[config.mk]
export PLATFORM = sky130hd
export DESIGN_NAME = icache_select
export DESIGN_NICKNAME = d
export VERILOG_FILES = /design/src/icache_pkg.sv /design/src/icache_select.sv
export SDC_FILE = /design/constraint.sdc
export NUM_CORES = 1
export LEC_CHECK = 0
export BUFFER_PORTS_ARGS = -buffer_cell sky130_fd_sc_hd__buf_2
export CORE_MARGIN = 5
export CORE_UTILIZATION = 35
export DETAILED_ROUTE_END_ITERATION = 10
export PLACE_DENSITY = 0.61
export SLEW_MARGIN = 20
export SYNTH_ARGS = -nofsm -noshare
export SYNTH_HDL_FRONTEND = slang
export SYNTH_SLANG_ARGS = --single-unit
[constraint.sdc]
create_clock -name clk -period 5.3 [get_ports clk]
set_input_delay 1.06 -clock clk [delete_from_list [all_inputs] [get_ports clk]]
set_output_delay 1.06 -clock clk [all_outputs]
set_load 0.005 [all_outputs]
[src/icache_pkg.sv]
`default_nettype none

package icache_pkg;

    // address split: tag | index | word | byte
    localparam int INDEX_WIDTH    = 7;
    localparam int OFFSET_WIDTH   = 5;
    localparam int TAG_WIDTH      = 32 - INDEX_WIDTH - OFFSET_WIDTH;
    localparam int WORDS_PER_LINE = 1 << (OFFSET_WIDTH - 2);
    localparam int WORD_SEL_WIDTH = OFFSET_WIDTH - 2;  // word number inside a line
    localparam int SET_NUM        = 1 << INDEX_WIDTH;
    localparam int WAY_NUM        = 4;                 // tree plru below is four-way only

    typedef enum logic [1:0] {
        LOOKUP    = 2'd0,
        MISS_ADDR = 2'd1,  // address phase on the refill bus
        MISS_DATA = 2'd2,  // beats arriving
        DONE      = 2'd3   // hand over the saved word
    } ctrl_state_e;

    typedef enum logic [1:0] {
        OP_NONE            = 2'd0,
        OP_INDEX_INVALID   = 2'd1,
        OP_INDEX_STORE_TAG = 2'd2,
        OP_HIT_INVALID     = 2'd3  // clears the whole set
    } cache_op_e;

    // one refill beat, broadcast to all ways
    typedef struct packed {
        logic [WAY_NUM-1:0]        way_mask;
        logic [INDEX_WIDTH-1:0]    index;
        logic [TAG_WIDTH-1:0]      tag;
        logic [WORD_SEL_WIDTH-1:0] word_num;
        logic [31:0]               word;
        logic                      set_valid;  // last beat of the line
    } way_fill_t;

    typedef struct packed {
        logic                   en;
        logic                   all_ways;
        logic [1:0]             way;
        logic [INDEX_WIDTH-1:0] index;
    } way_inv_t;

    // per-way lookup result
    typedef struct packed {
        logic        hit;
        logic [31:0] word;
    } way_look_t;

endpackage

`default_nettype wire

[src/icache_select.sv]
`timescale 1ns/1ps
`default_nettype none

module icache_select (
    input  logic                                        clk,
    input  logic                                        rst,
    input  logic [31:0]                                 fetch_addr,
    input  logic                                        lru_touch,
    input  logic                                        fill_done,
    input  logic [icache_pkg::WAY_NUM-1:0]              fill_way,
    input  icache_pkg::way_look_t [icache_pkg::WAY_NUM-1:0] look,
    output logic                                        any_hit,
    output logic [31:0]                                 hit_word,
    output logic [icache_pkg::WAY_NUM-1:0]              victim_mask
);

    localparam int IDX_LO = icache_pkg::OFFSET_WIDTH;
    localparam int IDX_HI = icache_pkg::OFFSET_WIDTH + icache_pkg::INDEX_WIDTH - 1;

    // three tree bits per set: b0 picks the half, b1/b2 the way inside it
    logic [icache_pkg::SET_NUM-1:0][2:0]  lru_bits;
    logic [icache_pkg::WAY_NUM-1:0]       hit_vec;
    logic [1:0]                           hit_way;
    logic [1:0]                           touch_way;
    logic [1:0]                           victim_way;
    logic [2:0]                           cur_bits;
    logic [icache_pkg::INDEX_WIDTH-1:0]   set_index;

    function automatic logic [1:0] onehot_idx(input logic [icache_pkg::WAY_NUM-1:0] vec);
        logic [1:0] idx;
        idx = 2'd0;
        for (int i = 0; i < icache_pkg::WAY_NUM; i++) begin
            if (vec[i]) begin
                idx = 2'(i);
            end
        end
        return idx;
    endfunction

    always_comb begin
        for (int i = 0; i < icache_pkg::WAY_NUM; i++) begin
            hit_vec[i] = look[i].hit;
        end
    end

    assign hit_way  = onehot_idx(hit_vec);
    assign any_hit  = |hit_vec;
    assign hit_word = look[hit_way].word;

    assign set_index = fetch_addr[IDX_HI:IDX_LO];
    assign cur_bits  = lru_bits[set_index];

    assign victim_way  = {cur_bits[0], cur_bits[0] ? cur_bits[2] : cur_bits[1]};
    assign victim_mask = icache_pkg::WAY_NUM'(1) << victim_way;

    // refill end names the filled way, otherwise the hit way
    assign touch_way = fill_done ? onehot_idx(fill_way) : hit_way;

    always_ff @(posedge clk) begin
        if (rst) begin
            lru_bits <= '0;
        end else if (lru_touch) begin
            lru_bits[set_index][0] <= ~touch_way[1];
            if (!touch_way[1]) begin
                lru_bits[set_index][1] <= ~touch_way[0];
            end else begin
                lru_bits[set_index][2] <= ~touch_way[0];
            end
        end
    end

endmodule

`default_nettype wire

Yosys cells after proc, flatten, opt, wreduce, memory -nomap -nowiden
Index checks and enable logic that the tools add are counted.

storage, ports and cells
  register bits after elaboration = 384
  logic and storage cells = 158
  output and inout bits = 37
  bits of input ports = 172

cells by class
  $lt $le $gt $ge = 3
  bitwise operators = 2
  shift-type cells = 1
  muxes and demuxes = 22
  reductions and logical operators = 2

operators by type and width
  kind                                                                                  number
  384-bit bitwise mux                                                                   3
  384-bit two-way mux                                                                   1
  33-bit binary-select mux with 2-bit select                                            1
  3-bit demux with 7-bit select                                                         3
  32-bit two-way mux                                                                    1
  3-bit binary-select mux with 7-bit select                                             1
  2-bit two-way mux                                                                     6
  7-bit by 8-bit < comparator with 1-bit output (second input constant)                 1
  7-bit by 1-bit greater-or-equal comparator with 1-bit output (second input constant)  1
  3-bit two-way mux                                                                     2
  1-bit two-way mux                                                                     4
  4-bit OR reduction                                                                    1
  1-bit by 2-bit left shift with 4-bit output (first input constant)                    1
  2-bit by 3-bit < comparator with 1-bit output (second input constant)                 1
  1-bit inverter                                                                        2
  1-bit logical AND                                                                     1

Depth between registers and ports, before layout
  word-level depth = 8
  gate-level depth with buffers = 11
  gate-level depth less buffers = 7

Worst setup path before layout
OpenSTA, ideal clock, no wires.

  kind = input -> output
  start = input fetch_addr[5]
  end = output victim_mask[3] in the netlist's numbering
  slack = 1299 ps
  data required time = 4240 ps
  stages = 10
  path buffers = 3
  data arrival time = 2941 ps
  cell sequence = buf_2 buf_6 buf_2 mux2_2 a211o_1 a221oi_1 o21ai_0 a32oi_1 a311oi_1 and2_1

between the ends
  cells in the longest elaborated chain, start to end = 4

RTL lines
  what                                           RTL line             RTL
  start: declaration                             icache_select.sv:7   input logic [31:0] fetch_addr,
  3-bit binary-select mux with 7-bit select *    icache_select.sv:51  assign cur_bits = lru_bits[set_index];
  3-bit two-way mux (not written as such) *      icache_select.sv:51
  1-bit two-way mux                              icache_select.sv:53  assign victim_way = {cur_bits[0], cur_bits[0] ? cur_bits[2] : cur_bits[1]};
  1-bit by 2-bit left shift with 4-bit output *  icache_select.sv:54  assign victim_mask = icache_pkg::WAY_NUM'(1) << victim_way;
  end: declaration                               icache_select.sv:14  output logic [icache_pkg::WAY_NUM-1:0] victim_mask

Mark *: on every way between the ends. The rest lies on a longest branch, timed or not. The select of a mux whose other input is x is not followed.

Worst setup path after layout
  start = input fetch_addr[6]
  end = output victim_mask[3] in the netlist's numbering

Same word-level chain as after synthesis.

==> flow_summary_export.csv <==
group,metric,value,unit
logic_synthesis,synth-edff-count,0,
power,switching_share,26.0,%
worst_setup_path,critPathKind,"in2out",
timing,whs,0.463,ns
detailed_routing,detail_route.first_pass.iterations,5,
die,start_util,35.1,%
clock_network,clock_latency,0.55,ns
placement,dp_hpwl,43200,um
detailed_routing,drt_iter0_drc,1774,
logic_synthesis,yosys_warnings,0,
clock_network,cts_buffer_depth,3,
clock_network,clock-sinks,384,
timing,fin_crit_sh,95.5,%
logic_synthesis,synthesis.area,18400,um^2
timing,fin_setup_tns,0,ns
clock_network,cts_max_level,2,
grt,track_usage,22.5,%
logic_synthesis,netlist_instances,2046,
logic_synthesis,yosys.area_share.simple,10.5,%
clock_network,cts.clk_slew.worst_paths,0.05,ns
detailed_routing,ant_nets,0,
logic_synthesis,synth.distinct_cells,58,
logic_synthesis,synth-seq-cells,384,
die,fp.dieArea,57100,um^2
power,pwr-share-seq,44.3,%
timing,slew_headroom,28.6,%
power,switchingPower,1.70,mW
detailed_routing,avgViaCountPerCell,6.25,
logic_synthesis,synth_compound_area_share,31.5,%
cells_and_area,syn2layout_area_growth,16.2,%
logic_synthesis,synth_top_family_by_area,"compound AO/OA/AOI/OAI gates",
grt,antenna_found_initial,2,
timing,maxSlewViolCount,0,
job,maxCapViolCount,0,
logic_synthesis,ys_async_sr_fraction,0,%
detailed_routing,drc_errors,0,
worst_setup_path,path_max_fanout,51,
worst_hold_path,min_path_type,"reg2reg",
cells_and_area,reg_top3,"lru_bits: 384 flops",
die,core-area,52200,um^2
logic_synthesis,synth_mux_area_share,10.0,%
timing,period_minus_slack,5.06,ns
worst_setup_path,worst_ep_arrival_time,4.00,ns
detailed_routing,wl_per_cell,24.0,um
clock_network,cts_root_buf,"clkbuf_16",
logic_synthesis,synth_adder_area_share,0,%
power,comb_power_share,10.4,%
logic_synthesis,synth_top_cell_by_area,"dfxtp_1",
die,die_x,239,um
power,p_int,4.85,mW
logic_synthesis,synth-seq-area-share,41.9,%
logic_synthesis,synth_top_area_share,41.9,%
placement,dp_slack,0.306,ns
power,powerDensity,307,nW/um^2
die,io_pins,209,
detailed_routing,vias,17700,
timing,finClkSkew,0,ns
grt,grt_pass1_vias,16500,
timing,fmax,198,MHz
cells_and_area,fill_cells,5104,
placement,gp_congestion,0.908,
power,ir_drop,0.187,mV
die,std_cell_rows,84,
worst_setup_path,critPathRequiredTime,4.24,ns
timing,rsz0062_at_grt,"no",
worst_setup_path,worst_setup_path_start_kind,"input port",
timing,hold_viol,0,
cells_and_area,top_register,"lru_bits",
clock_network,ctsResizeCount,0,
logic_synthesis,syn_area_per_cell,8.97,um^2
power,leakage,6.84,nW
timing,setup_viol,0,
outcome,status,"finished clean",
power,p_clk_share,45.4,%
placement,port_buffers,182,
timing,tightest_slew,1.07,ns
grt,grt-ovfl-total,0,
detailed_routing,postRouteWirelength,67800,um
cells_and_area,largest_reg_flops,384,
cells_and_area,finalNetCount,2275,
clock_network,cts_tree,"yes",
logic_synthesis,ys.flop_type,"dfxtp_1",
timing,setup_slack,0.238,ns
die,die_h,239,um
logic_synthesis,synthXorXnorAreaFrac,0,%
grt,grt_max_degree,164,
logic_synthesis,syn-num-nets,2218,
logic_synthesis,synth.area.top_cells,"dfxtp_1, a311oi_1, a21oi_1",
grt,grt_pass1_wl,102000,um
clock_network,cts-hold-fix-buffers,0,
clock_network,cts_setup_buffers,0,
cells_and_area,drive_gt1_share,20.7,%
worst_setup_path,cp-end-kind,"primary output",
clock_network,cts_buffers,44,
==> area by class of cell <==
type	instances	area [um^2]	share of cell area, %
Antenna cell	2	5.00	0.0235
Clock inverter	11	92.6	0.434
Multi-Input combinational cell	1391	9620	45.1
Sequential cell	384	7690	36.0
Timing Repair Buffer	273	1720	8.08
Inverter	9	33.8	0.158
Tap cell	688	861	4.03
Clock buffer	68	1310	6.15
==> cell families after synthesis <==
| kind of cell | Yosys count |
|---|---|
| flops | 384 |
| simple gates | 412 |
| buf+inv | 271 |
| mux | 115 |
| compound gates | 864 |
==> power groups by stage <==
stage	Combinational (mW)	Sequential [mW]	Clock, mW
6_report	0.678	2.90	2.97
2_1_floorplan	0.379	2.96	0
3_5_place_dp	0.662	2.96	0
4_1_cts	0.664	2.90	3.02
5_1_grt	0.710	2.90	3.15
3_3_place_gp	0.657	2.96	0
==> routing by layer <==
layer,part of all wire [%],GRT usage (%)
met1,43,31.5
met2,46,35.5
met3,8.5,3.90
met4,2.9,7.11
met5,0,0
==> critical path, cell delays in order <==
cell,delay [ns]
buf_4,0.36
nor2_1,0.78
a221oi_1,0.19
o221a_1,0.16
or4_1,0.57
a311oi_1,0.38
buf_4,0.21
and2_1,0.13
buf_2,0.10
==> through the flow <==
step	cells	cell area (um^2)	util, %	power [mW]
after floorplan	2046	18400	-	3.34
after global placement	2745	19900	38.1	3.62
after detailed placement	2745	19900	38.1	3.62
after CTS	2824	21300	40.8	6.58
after global routing	2825	21300	40.8	6.75
final	2826	21300	40.8	6.55
==> cell usage in the layout (no fill, tap or decap), types with 27 or more instances in the layout <==
| cell | instances |
|---|---|
| a21oi_1 | 370 |
| nand3_1 | 43 |
| nor3_1 | 51 |
| mux2i_1 | 41 |
| dfxtp_1 | 384 |
| nand2_1 | 53 |
| buf_4 | 85 |
| nor2_1 | 171 |
| a221oi_1 | 27 |
| a311oi_1 | 223 |
| a211oi_1 | 74 |
| clkbuf_16 | 45 |
| buf_2 | 178 |
| o22ai_1 | 69 |
| mux4_2 | 53 |
==> synthesized netlist by cell type, types with 2 or more instances <==
library cell    n
nor2_2          4
nor4_1         14
nand4_1         2
nand3_1        43
buf_1          18
mux2_2         21
nand2_1        54
a221o_1         7
or2_2           2
and2_1          8
nor3b_1        21
dfxtp_1       384
nand2b_1        6
o22ai_1        69
clkbuf_1      189
o2bb2ai_1       3
mux2i_1        41
mux4_2         53
a21oi_1       371
a22oi_1        18
o221ai_1        7
buf_4          11
a211oi_1       74
and3_1          6
o2111ai_1       5
and3b_1         5
inv_1           7
o31a_1          2
nor2b_1         9
inv_2           2
a22o_1          2
buf_2          42
a31oi_1        16
and2_0          2
buf_6           2
a311oi_1      223
nor2_1        177
nor3_1         55
a41oi_1         2
o21ai_0        21
a221oi_1       27
o211ai_1        5
==> final timing paths <==
check / from / endpoint / slack, ns / cells past startpoint
min reg2reg: lru_bits[184] / lru_bits[184] / 0.46 / 2
min: lru_bits[184] / lru_bits[184] / 0.46 / 2
max: fetch_addr[6] / victim_mask[3] / 0.24 / 9
max reg2reg: lru_bits[259] / lru_bits[259] / 4.53 / 2
Note: power is estimated with default switching activity, not from simulation.
