`src/icache_pkg.sv`:
```
`default_nettype none

package icache_pkg;

    // address split: tag | index | word | byte
    localparam int INDEX_WIDTH    = 7;
    localparam int OFFSET_WIDTH   = 5;
    localparam int TAG_WIDTH      = 32 - INDEX_WIDTH - OFFSET_WIDTH;
    localparam int WORDS_PER_LINE = 1 << (OFFSET_WIDTH - 2);
    localparam int WORD_SEL_WIDTH = OFFSET_WIDTH - 2;  // word number inside a line
    localparam int SET_NUM        = 1 << INDEX_WIDTH;
    localparam int WAY_NUM        = 4;                 // tree plru below is four-way only

    typedef enum logic [1:0] {
        LOOKUP    = 2'd0,
        MISS_ADDR = 2'd1,  // address phase on the refill bus
        MISS_DATA = 2'd2,  // beats arriving
        DONE      = 2'd3   // hand over the saved word
    } ctrl_state_e;

    typedef enum logic [1:0] {
        OP_NONE            = 2'd0,
        OP_INDEX_INVALID   = 2'd1,
        OP_INDEX_STORE_TAG = 2'd2,
        OP_HIT_INVALID     = 2'd3  // clears the whole set
    } cache_op_e;

    // one refill beat, broadcast to all ways
    typedef struct packed {
        logic [WAY_NUM-1:0]        way_mask;
        logic [INDEX_WIDTH-1:0]    index;
        logic [TAG_WIDTH-1:0]      tag;
        logic [WORD_SEL_WIDTH-1:0] word_num;
        logic [31:0]               word;
        logic                      set_valid;  // last beat of the line
    } way_fill_t;

    typedef struct packed {
        logic                   en;
        logic                   all_ways;
        logic [1:0]             way;
        logic [INDEX_WIDTH-1:0] index;
    } way_inv_t;

    // per-way lookup result
    typedef struct packed {
        logic        hit;
        logic [31:0] word;
    } way_look_t;

endpackage

`default_nettype wire

```
`src/icache_ctrl.sv`:
```
`timescale 1ns/1ps
`default_nettype none

module icache_ctrl (
    input  logic                          clk,
    input  logic                          rst,
    input  logic                          fetch_en,
    input  logic                          no_cache,
    input  logic [31:0]                   fetch_addr,
    input  icache_pkg::cache_op_e         cache_op,
    input  logic [31:0]                   cache_op_addr,
    input  logic                          any_hit,
    input  logic [31:0]                   hit_word,
    input  logic [icache_pkg::WAY_NUM-1:0] victim_mask,
    output logic                          stall,
    output logic [31:0]                   inst_rdata,
    output logic                          lru_touch,
    output icache_pkg::way_fill_t         fill,
    output icache_pkg::way_inv_t          inv,
    output logic [31:0]                   araddr,
    output logic [3:0]                    arlen,
    output logic                          arvalid,
    input  logic                          arready,
    input  logic [31:0]                   rdata,
    input  logic                          rvalid,
    input  logic                          rlast,
    output logic                          rready
);

    localparam int IDX_LO = icache_pkg::OFFSET_WIDTH;
    localparam int IDX_HI = icache_pkg::OFFSET_WIDTH + icache_pkg::INDEX_WIDTH - 1;
    localparam int TAG_LO = IDX_HI + 1;

    icache_pkg::ctrl_state_e state;
    icache_pkg::ctrl_state_e state_next;

    logic [icache_pkg::WORD_SEL_WIDTH-1:0] cnt;        // beat number in the burst
    logic [icache_pkg::WORD_SEL_WIDTH-1:0] req_word;
    logic [icache_pkg::WAY_NUM-1:0]        victim_q;
    logic [31:0]                           saved_word;
    logic                                  need_mem;
    logic                                  beat;
    logic                                  last_beat;
    logic                                  cached_beat;

    assign req_word  = fetch_addr[IDX_LO-1:2];
    assign need_mem  = fetch_en && (no_cache || !any_hit);
    assign beat      = (state == icache_pkg::MISS_DATA) && rvalid;
    assign last_beat = beat && rlast;
    assign cached_beat = beat && !no_cache;

    always_comb begin
        state_next = state;
        case (state)
            icache_pkg::LOOKUP: begin
                if (need_mem) begin
                    state_next = icache_pkg::MISS_ADDR;
                end
            end
            icache_pkg::MISS_ADDR: begin
                if (arready) begin
                    state_next = icache_pkg::MISS_DATA;
                end
            end
            icache_pkg::MISS_DATA: begin
                if (last_beat) begin
                    state_next = icache_pkg::DONE;
                end
            end
            icache_pkg::DONE: state_next = icache_pkg::LOOKUP;
            default: state_next = icache_pkg::LOOKUP;
        endcase
    end

    always_ff @(posedge clk) begin
        if (rst) begin
            state <= icache_pkg::LOOKUP;
        end else begin
            state <= state_next;
        end
    end

    always_ff @(posedge clk) begin
        if (rst) begin
            cnt <= '0;
        end else if (state == icache_pkg::MISS_ADDR) begin
            cnt <= '0;
        end else if (beat) begin
            cnt <= cnt + 1'b1;
        end
    end

    // victim picked once, lru is frozen during the miss anyway
    always_ff @(posedge clk) begin
        if (state == icache_pkg::LOOKUP && need_mem) begin
            victim_q <= victim_mask;
        end
    end

    // requested word, or the only beat of an uncached read
    always_ff @(posedge clk) begin
        if (beat && (no_cache || cnt == req_word)) begin
            saved_word <= rdata;
        end
    end

    always_comb begin
        case (state)
            icache_pkg::LOOKUP:    stall = need_mem;
            icache_pkg::MISS_ADDR: stall = 1'b1;
            icache_pkg::MISS_DATA: stall = 1'b1;
            default:               stall = 1'b0;
        endcase
    end

    assign inst_rdata = (state == icache_pkg::DONE) ? saved_word : hit_word;
    assign lru_touch  = (state == icache_pkg::LOOKUP && fetch_en && !no_cache && any_hit)
                      || (last_beat && !no_cache);

    // refill bus
    assign araddr  = no_cache ? fetch_addr : {fetch_addr[31:IDX_LO], {IDX_LO{1'b0}}};
    assign arlen   = no_cache ? 4'd0 : 4'(icache_pkg::WORDS_PER_LINE - 1);
    assign arvalid = (state == icache_pkg::MISS_ADDR);
    assign rready  = (state == icache_pkg::MISS_DATA);

    always_comb begin
        fill.way_mask  = victim_q & {icache_pkg::WAY_NUM{cached_beat}};
        fill.index     = fetch_addr[IDX_HI:IDX_LO];
        fill.tag       = fetch_addr[31:TAG_LO];
        fill.word_num  = cnt;
        fill.word      = rdata;
        fill.set_valid = last_beat && !no_cache;
    end

    // maintenance decode, store tag only invalidates
    always_comb begin
        inv.en       = 1'b0;
        inv.all_ways = 1'b0;
        inv.way      = cache_op_addr[1:0];
        inv.index    = cache_op_addr[IDX_HI:IDX_LO];
        case (cache_op)
            icache_pkg::OP_INDEX_INVALID:   inv.en = 1'b1;
            icache_pkg::OP_INDEX_STORE_TAG: inv.en = 1'b1;
            icache_pkg::OP_HIT_INVALID: begin
                inv.en       = 1'b1;
                inv.all_ways = 1'b1;  // whole set, no tag check
            end
            default: inv.en = 1'b0;
        endcase
    end

endmodule

`default_nettype wire

```
`config.mk`:
```
export PLATFORM = sky130hd
export DESIGN_NAME = icache_ctrl
export DESIGN_NICKNAME = d
export VERILOG_FILES = /design/src/icache_pkg.sv /design/src/icache_ctrl.sv
export SDC_FILE = /design/constraint.sdc
export NUM_CORES = 1
export LEC_CHECK = 0
export ABC_CLOCK_PERIOD_IN_PS = 4000
export BUFFER_PORTS_ARGS = -buffer_cell sky130_fd_sc_hd__buf_2
export CAP_MARGIN = 10
export CORE_AREA = 3 3 112 114
export CTS_BUF_LIST = sky130_fd_sc_hd__clkbuf_4 sky130_fd_sc_hd__clkbuf_8 sky130_fd_sc_hd__clkbuf_16
export DETAILED_ROUTE_END_ITERATION = 12
export DIE_AREA = 0 0 115 117
export GPL_TIMING_DRIVEN = 1
export SLEW_MARGIN = 20
export SYNTH_ARGS = -nofsm -noshare
export SYNTH_HDL_FRONTEND = slang
export SYNTH_SLANG_ARGS = --single-unit
```
`constraint.sdc`:
```
create_clock -name clk -period 4 [get_ports clk]
set_clock_uncertainty 0.1 [all_clocks]
set_input_delay 0.2 -clock clk [delete_from_list [all_inputs] [get_ports clk]]
set_output_delay 0.2 -clock clk [all_outputs]
set_load 0.005 [all_outputs]
```
Word level (Yosys, flattened, before mapping)
Cells that the tools add are included.
Storage, ports and cells
  bits in registers: 41
  input port bits: 142
  output and inout bits: 150
Cells by class
  $add $sub $neg: 1
  equality and inequality tests: 10
  multiplexer cells: 10
  bitwise logic cells: 1
  reduce and logical (&&, ||, !) cells: 20
Operators with widths (count)
  2-to-1 mux 32 bit: 1
  logical AND 1 bit: 10
  equality test 2 bit (second input constant): 4
  one-hot mux 2 bit (4 select lines): 1
  2-to-1 mux 2 bit: 3
  2-to-1 mux 5 bit: 1
  bitwise AND 4 bit: 1
  equality test 2 x 1 -> 1 bit (second input constant): 2
  != test 2 x 1 -> 1 bit (second input constant): 2
  OR reduction 2 bit: 2
  adder 3 x 1 -> 3 bit (second input constant): 1
  equality test 3 bit: 1
  logical OR 1 bit: 3
  2-to-1 mux 3 bit: 1
  AND reduction 3 bit: 1
  OR reduction 3 bit: 1
  logical NOT 1 bit: 2
  logical NOT 2 bit: 1
  2-to-1 mux 1 bit: 2
  != test 2 bit (second input constant): 1
  one-hot mux 1 bit (2 select lines): 1

Longest topological paths before layout
  depth after elaboration: 5
  depth in mapped cells: 6

Least setup slack after synthesis
OpenSTA, ideal clock, no wires.
  path type: reg2reg
  start: reg state[0]
  end: reg saved_word[0] (enable)
  setup time: 0.432 ns
  arrival: 2.382 ns
  required time: 3.468 ns
  slack: 1.086 ns
  cell stages (with the launch flop): 5
  path buffers: 0
  path through: dfxtp_1 -> inv_1 -> ha_1 -> nand2_1 -> a21oi_1
On the way
  cells in the longest elaborated chain, start to end: 3
Ends and longest elaborated chain
  from (decl): RTL line icache_ctrl.sv:34  | icache_pkg::ctrl_state_e state;
  from (signal assigned): RTL line icache_ctrl.sv:77  | state <= icache_pkg::LOOKUP;
  from (signal assigned): RTL line icache_ctrl.sv:79  | state <= state_next;
  equality test 2 bit
  named net rready: RTL line icache_ctrl.sv:27  | output logic rready
  logical AND 1 bit: RTL line icache_ctrl.sv:48  | assign beat = (state == icache_pkg::MISS_DATA) && rvalid;
  logical AND 1 bit: RTL line icache_ctrl.sv:102  | if (beat && (no_cache || cnt == req_word)) begin
  to (signal assigned): RTL line icache_ctrl.sv:103  | saved_word <= rdata;
  to (decl): RTL line icache_ctrl.sv:40  | logic [31:0] saved_word;
The timed path passes the listed nets, and every way through them passes these cells.
A chain may end at the register's enable or synchronous reset.

Worst setup path after layout
  start: reg state[0]
  end: out inst_rdata[23]
On the way
  cells in the longest elaborated chain, start to end: 2
Ends and longest elaborated chain
  equality test 2 bit: RTL line icache_ctrl.sv:116  | assign inst_rdata = (state == icache_pkg::DONE) ? saved_word : hit_word;
  2-to-1 mux 32 bit: RTL line icache_ctrl.sv:116
  to (decl): RTL line icache_ctrl.sv:16  | output logic [31:0] inst_rdata,
No other way between the ends.

==> flow_metrics.py <==
metrics = {
    "timing": {
        "rsz0062_at_grt": "no",
        "min_period_over_period_pct": 60.6,
        "setup_violations": 0,
        "slew_violations": 0,
        "hold_viol": 0,
        "tns_ps": 0,
        "period_needed_ps": 2430,
        "max_clock_freq_mhz": 412,
        "slew_headroom_pct": 59.0,
        "fin_ws_ps": 1570,
        "worst_pin_slew_ps": 616,
        "hold_ws_ps": 8.02,
    },
    "floorplan": {
        "die_area_mm2": 0.0135,
        "io_pins": 292,
        "initial_core_util_pct": 23.2,
        "fp-row-count": 39,
        "die_h_um": 117,
        "core_mm2": 0.0115,
        "die_w_um": 115,
    },
    "yosys": {
        "syn_area_mm2": 0.00267,
        "synth-seq-area-share_pct": 44.3,
        "ys_seq_elements": 41,
        "yosys_warnings": 0,
        "synth.distinct_cells": 26,
        "synthCells": 226,
        "synth_fp_nets": 374,
        "avgSynthCellArea_um2": 11.8,
    },
    "grt": {
        "gr-usage-all-layers_pct": 8.71,
        "grt_overflow_total": 0,
        "grt_antenna_before_repair": 0,
        "grt_pass1_wl_mm": 8.91,
        "grt_start_max_net_pins": 33,
        "grt_pass1_vias": 1850,
    },
    "critical_path": {
        "slowest_delay_ps": 570,
        "cp.arrival_ps": 2130,
        "cp_num_buf_inv": 2,
        "endpoint_kind": "primary output",
        "crit_path_cell_trace": "ha_1 -> buf_4 -> mux2_2 -> buf_2",
        "crit_family": "adder cells",
        "criticalPathCategory": "reg2out",
        "slowest_stage": "ha_1",
        "required_ps": 3700,
        "start_kind": "flop",
        "path_depth": 4,
        "critical_path.max_fanout": 21,
        "reg2regPathDepth": 5,
    },
    "cts": {
        "cts_buffers": 5,
        "cts_buffer_depth": 2,
        "clkTransAtPathRegs_ps": 60,
        "h-tree-depth": 2,
        "clockRootBuffer": "clkbuf_16",
        "cts.sinks": 41,
        "cts_tree": "yes",
        "clkLatencyLatePin_ps": 270,
    },
    "pwr": {
        "pwr-share-comb_pct": 27.7,
        "vdd.ir_drop.worst_v": 0.000150,
        "sw_frac_of_total_pct": 25.8,
        "p_leak_nw": 1.52,
        "seqPwrFrac_pct": 41.8,
        "switchingPower_mw": 0.324,
        "powerDensity_mw_per_mm2": 379,
        "clock_power_share_pct": 30.5,
        "p_int_mw": 0.933,
    },
    "place": {
        "dp_slack_ps": 1670,
        "dp_hpwl_mm": 4.94,
        "gp_congestion": 0.734,
        "io_buffers": 168,
    },
    "hold_path": {
        "hp-class": "in2reg",
        "hold_depth": 1,
    },
    "drt": {
        "drtAntennaViolNets": 0,
        "vias": 1788,
        "first_iter_violations": 41,
        "drt_pass1_iterations": 4,
        "wl_mm": 6.37,
        "via_per_inst": 3.85,
        "drc": 0,
        "wire_per_inst_um": 13.7,
    },
    "run_status": {
        "status": "finished clean",
    },
    "final_layout": {
        "diodes": 0,
        "area_growth_pct": 24.3,
        "post-route-util_pct": 28.8,
        "final_layout_size_suffix_gt1_share_pct": 68.2,
        "nNetsFinal": 469,
        "fillers": 1165,
        "mostFrequentLayoutCells": "168 x buf_2, 36 x edfxtp_1, 32 x mux2_2",
        "final_common_cell": "buf_2",
    },
    "job": {
        "cap_viol_max_count": 0,
    },
}
-- cell type report --
type / count / area (µm²) / area share (%)
multi-input cells: 79 / 727 / 21.9
clock inverters: 1 / 3.75 / 0.113
flip-flops and latches: 41 / 1180 / 35.6
repair buffers: 190 / 1080 / 32.5
clock buffers: 6 / 133 / 4.00
inverters: 4 / 15.0 / 0.453
well taps: 143 / 179 / 5.40
-- Yosys cell counts --
cell type | n | share of area [%]
a21oi_1 | 1 | 0.19
a222oi_1 | 1 | 0.38
a41o_1 | 1 | 0.38
and2_1 | 6 | 1.4
and2_2 | 5 | 1.4
and3_2 | 1 | 0.28
buf_2 | 3 | 0.56
buf_4 | 98 | 28
clkbuf_1 | 1 | 0.14
conb_1 | 1 | 0.14
dfxtp_1 | 5 | 3.8
edfxtp_1 | 36 | 41
ha_1 | 6 | 2.8
inv_1 | 4 | 0.56
mux2_2 | 32 | 14
mux2i_1 | 3 | 1.1
nand2_1 | 3 | 0.42
nand3_1 | 2 | 0.38
nor2_1 | 3 | 0.42
nor3_1 | 3 | 0.56
o21bai_1 | 1 | 0.28
or2_2 | 1 | 0.23
or2b_1 | 1 | 0.28
or2b_2 | 3 | 0.99
xnor2_1 | 3 | 0.99
xor2_1 | 2 | 0.66
-- worst register-to-register path, delay by kind of cell (launching register included) --
kind	cells	cell delay [ps]
compound gates	1	430
fa+ha+maj	1	250
flops	1	330
simple gates	1	190
buf+inv	2	350
-- sequential cells by signal (all words and copies together) (netlist names) --
signal      count
cnt             3
state           2
victim_q        4
saved_word     32
-- kinds of logic (layout without fill, tap and decap cells) --
group / Yosys count / in the layout / synth area share (%)
compound gates: 4 / 4 / 1.22
mux: 35 / 35 / 14.6
fa+ha+maj: 6 / 6 / 2.82
flops: 41 / 41 / 44.3
xor+xnor: 5 / 5 / 1.64
simple gates: 28 / 28 / 6.38
buf+inv: 106 / 201 / 28.9
other cells: 1 / 1 / 0.141
-- path summary, 6_finish.rpt --
path,slack (ps),to,from
max,1570,inst_rdata[23],state[0]$_SDFFE_PP0P_
min,8,saved_word[25]$_DFFE_PP_,rdata[25]
max reg2reg,2050,saved_word[14]$_DFFE_PP_,state[0]$_SDFFE_PP0P_
min reg2reg,490,state[1]$_SDFFE_PP0P_,state[1]$_SDFFE_PP0P_
-- metrics by stage --
| stage | instances | area, µm² | power [mW] |
|---|---|---|---|
| 2_1_floorplan | 226 | 2670 | 0.783 |
| 3_3_place_gp | 436 | 2950 | 0.865 |
| 3_5_place_dp | 436 | 2950 | 0.868 |
| 4_1_cts | 462 | 3280 | 1.28 |
| 5_1_grt | 464 | 3310 | 1.33 |
| 6_report | 464 | 3310 | 1.26 |
-- timing repair --
action | CTS | global route
gates resized for setup | 0 | 0
hold endpoints to repair | 19 | 1
buffers inserted | 0 | 0
hold buffers | 19 | 1
-- power groups by stage --
| stage | registers [mW] | clock network (mW) | logic (mW) |
|---|---|---|---|
| final | 0.525 | 0.383 | 0.348 |
| after floorplan | 0.531 | 0 | 0.252 |
| after global routing | 0.529 | 0.415 | 0.389 |
| after CTS | 0.526 | 0.400 | 0.349 |
| after detailed placement | 0.535 | 0 | 0.333 |
| after global placement | 0.534 | 0 | 0.330 |
-- metal layers --
metal  GRT usage (%)  vias up  wire [µm]
li1                -      853          -
met1            8.70      777       2190
met2            16.0      124       3360
met3            2.37       34        579
met4            5.40        0        242
met5               0        -          0
Power figures use the tool's default switching activity.
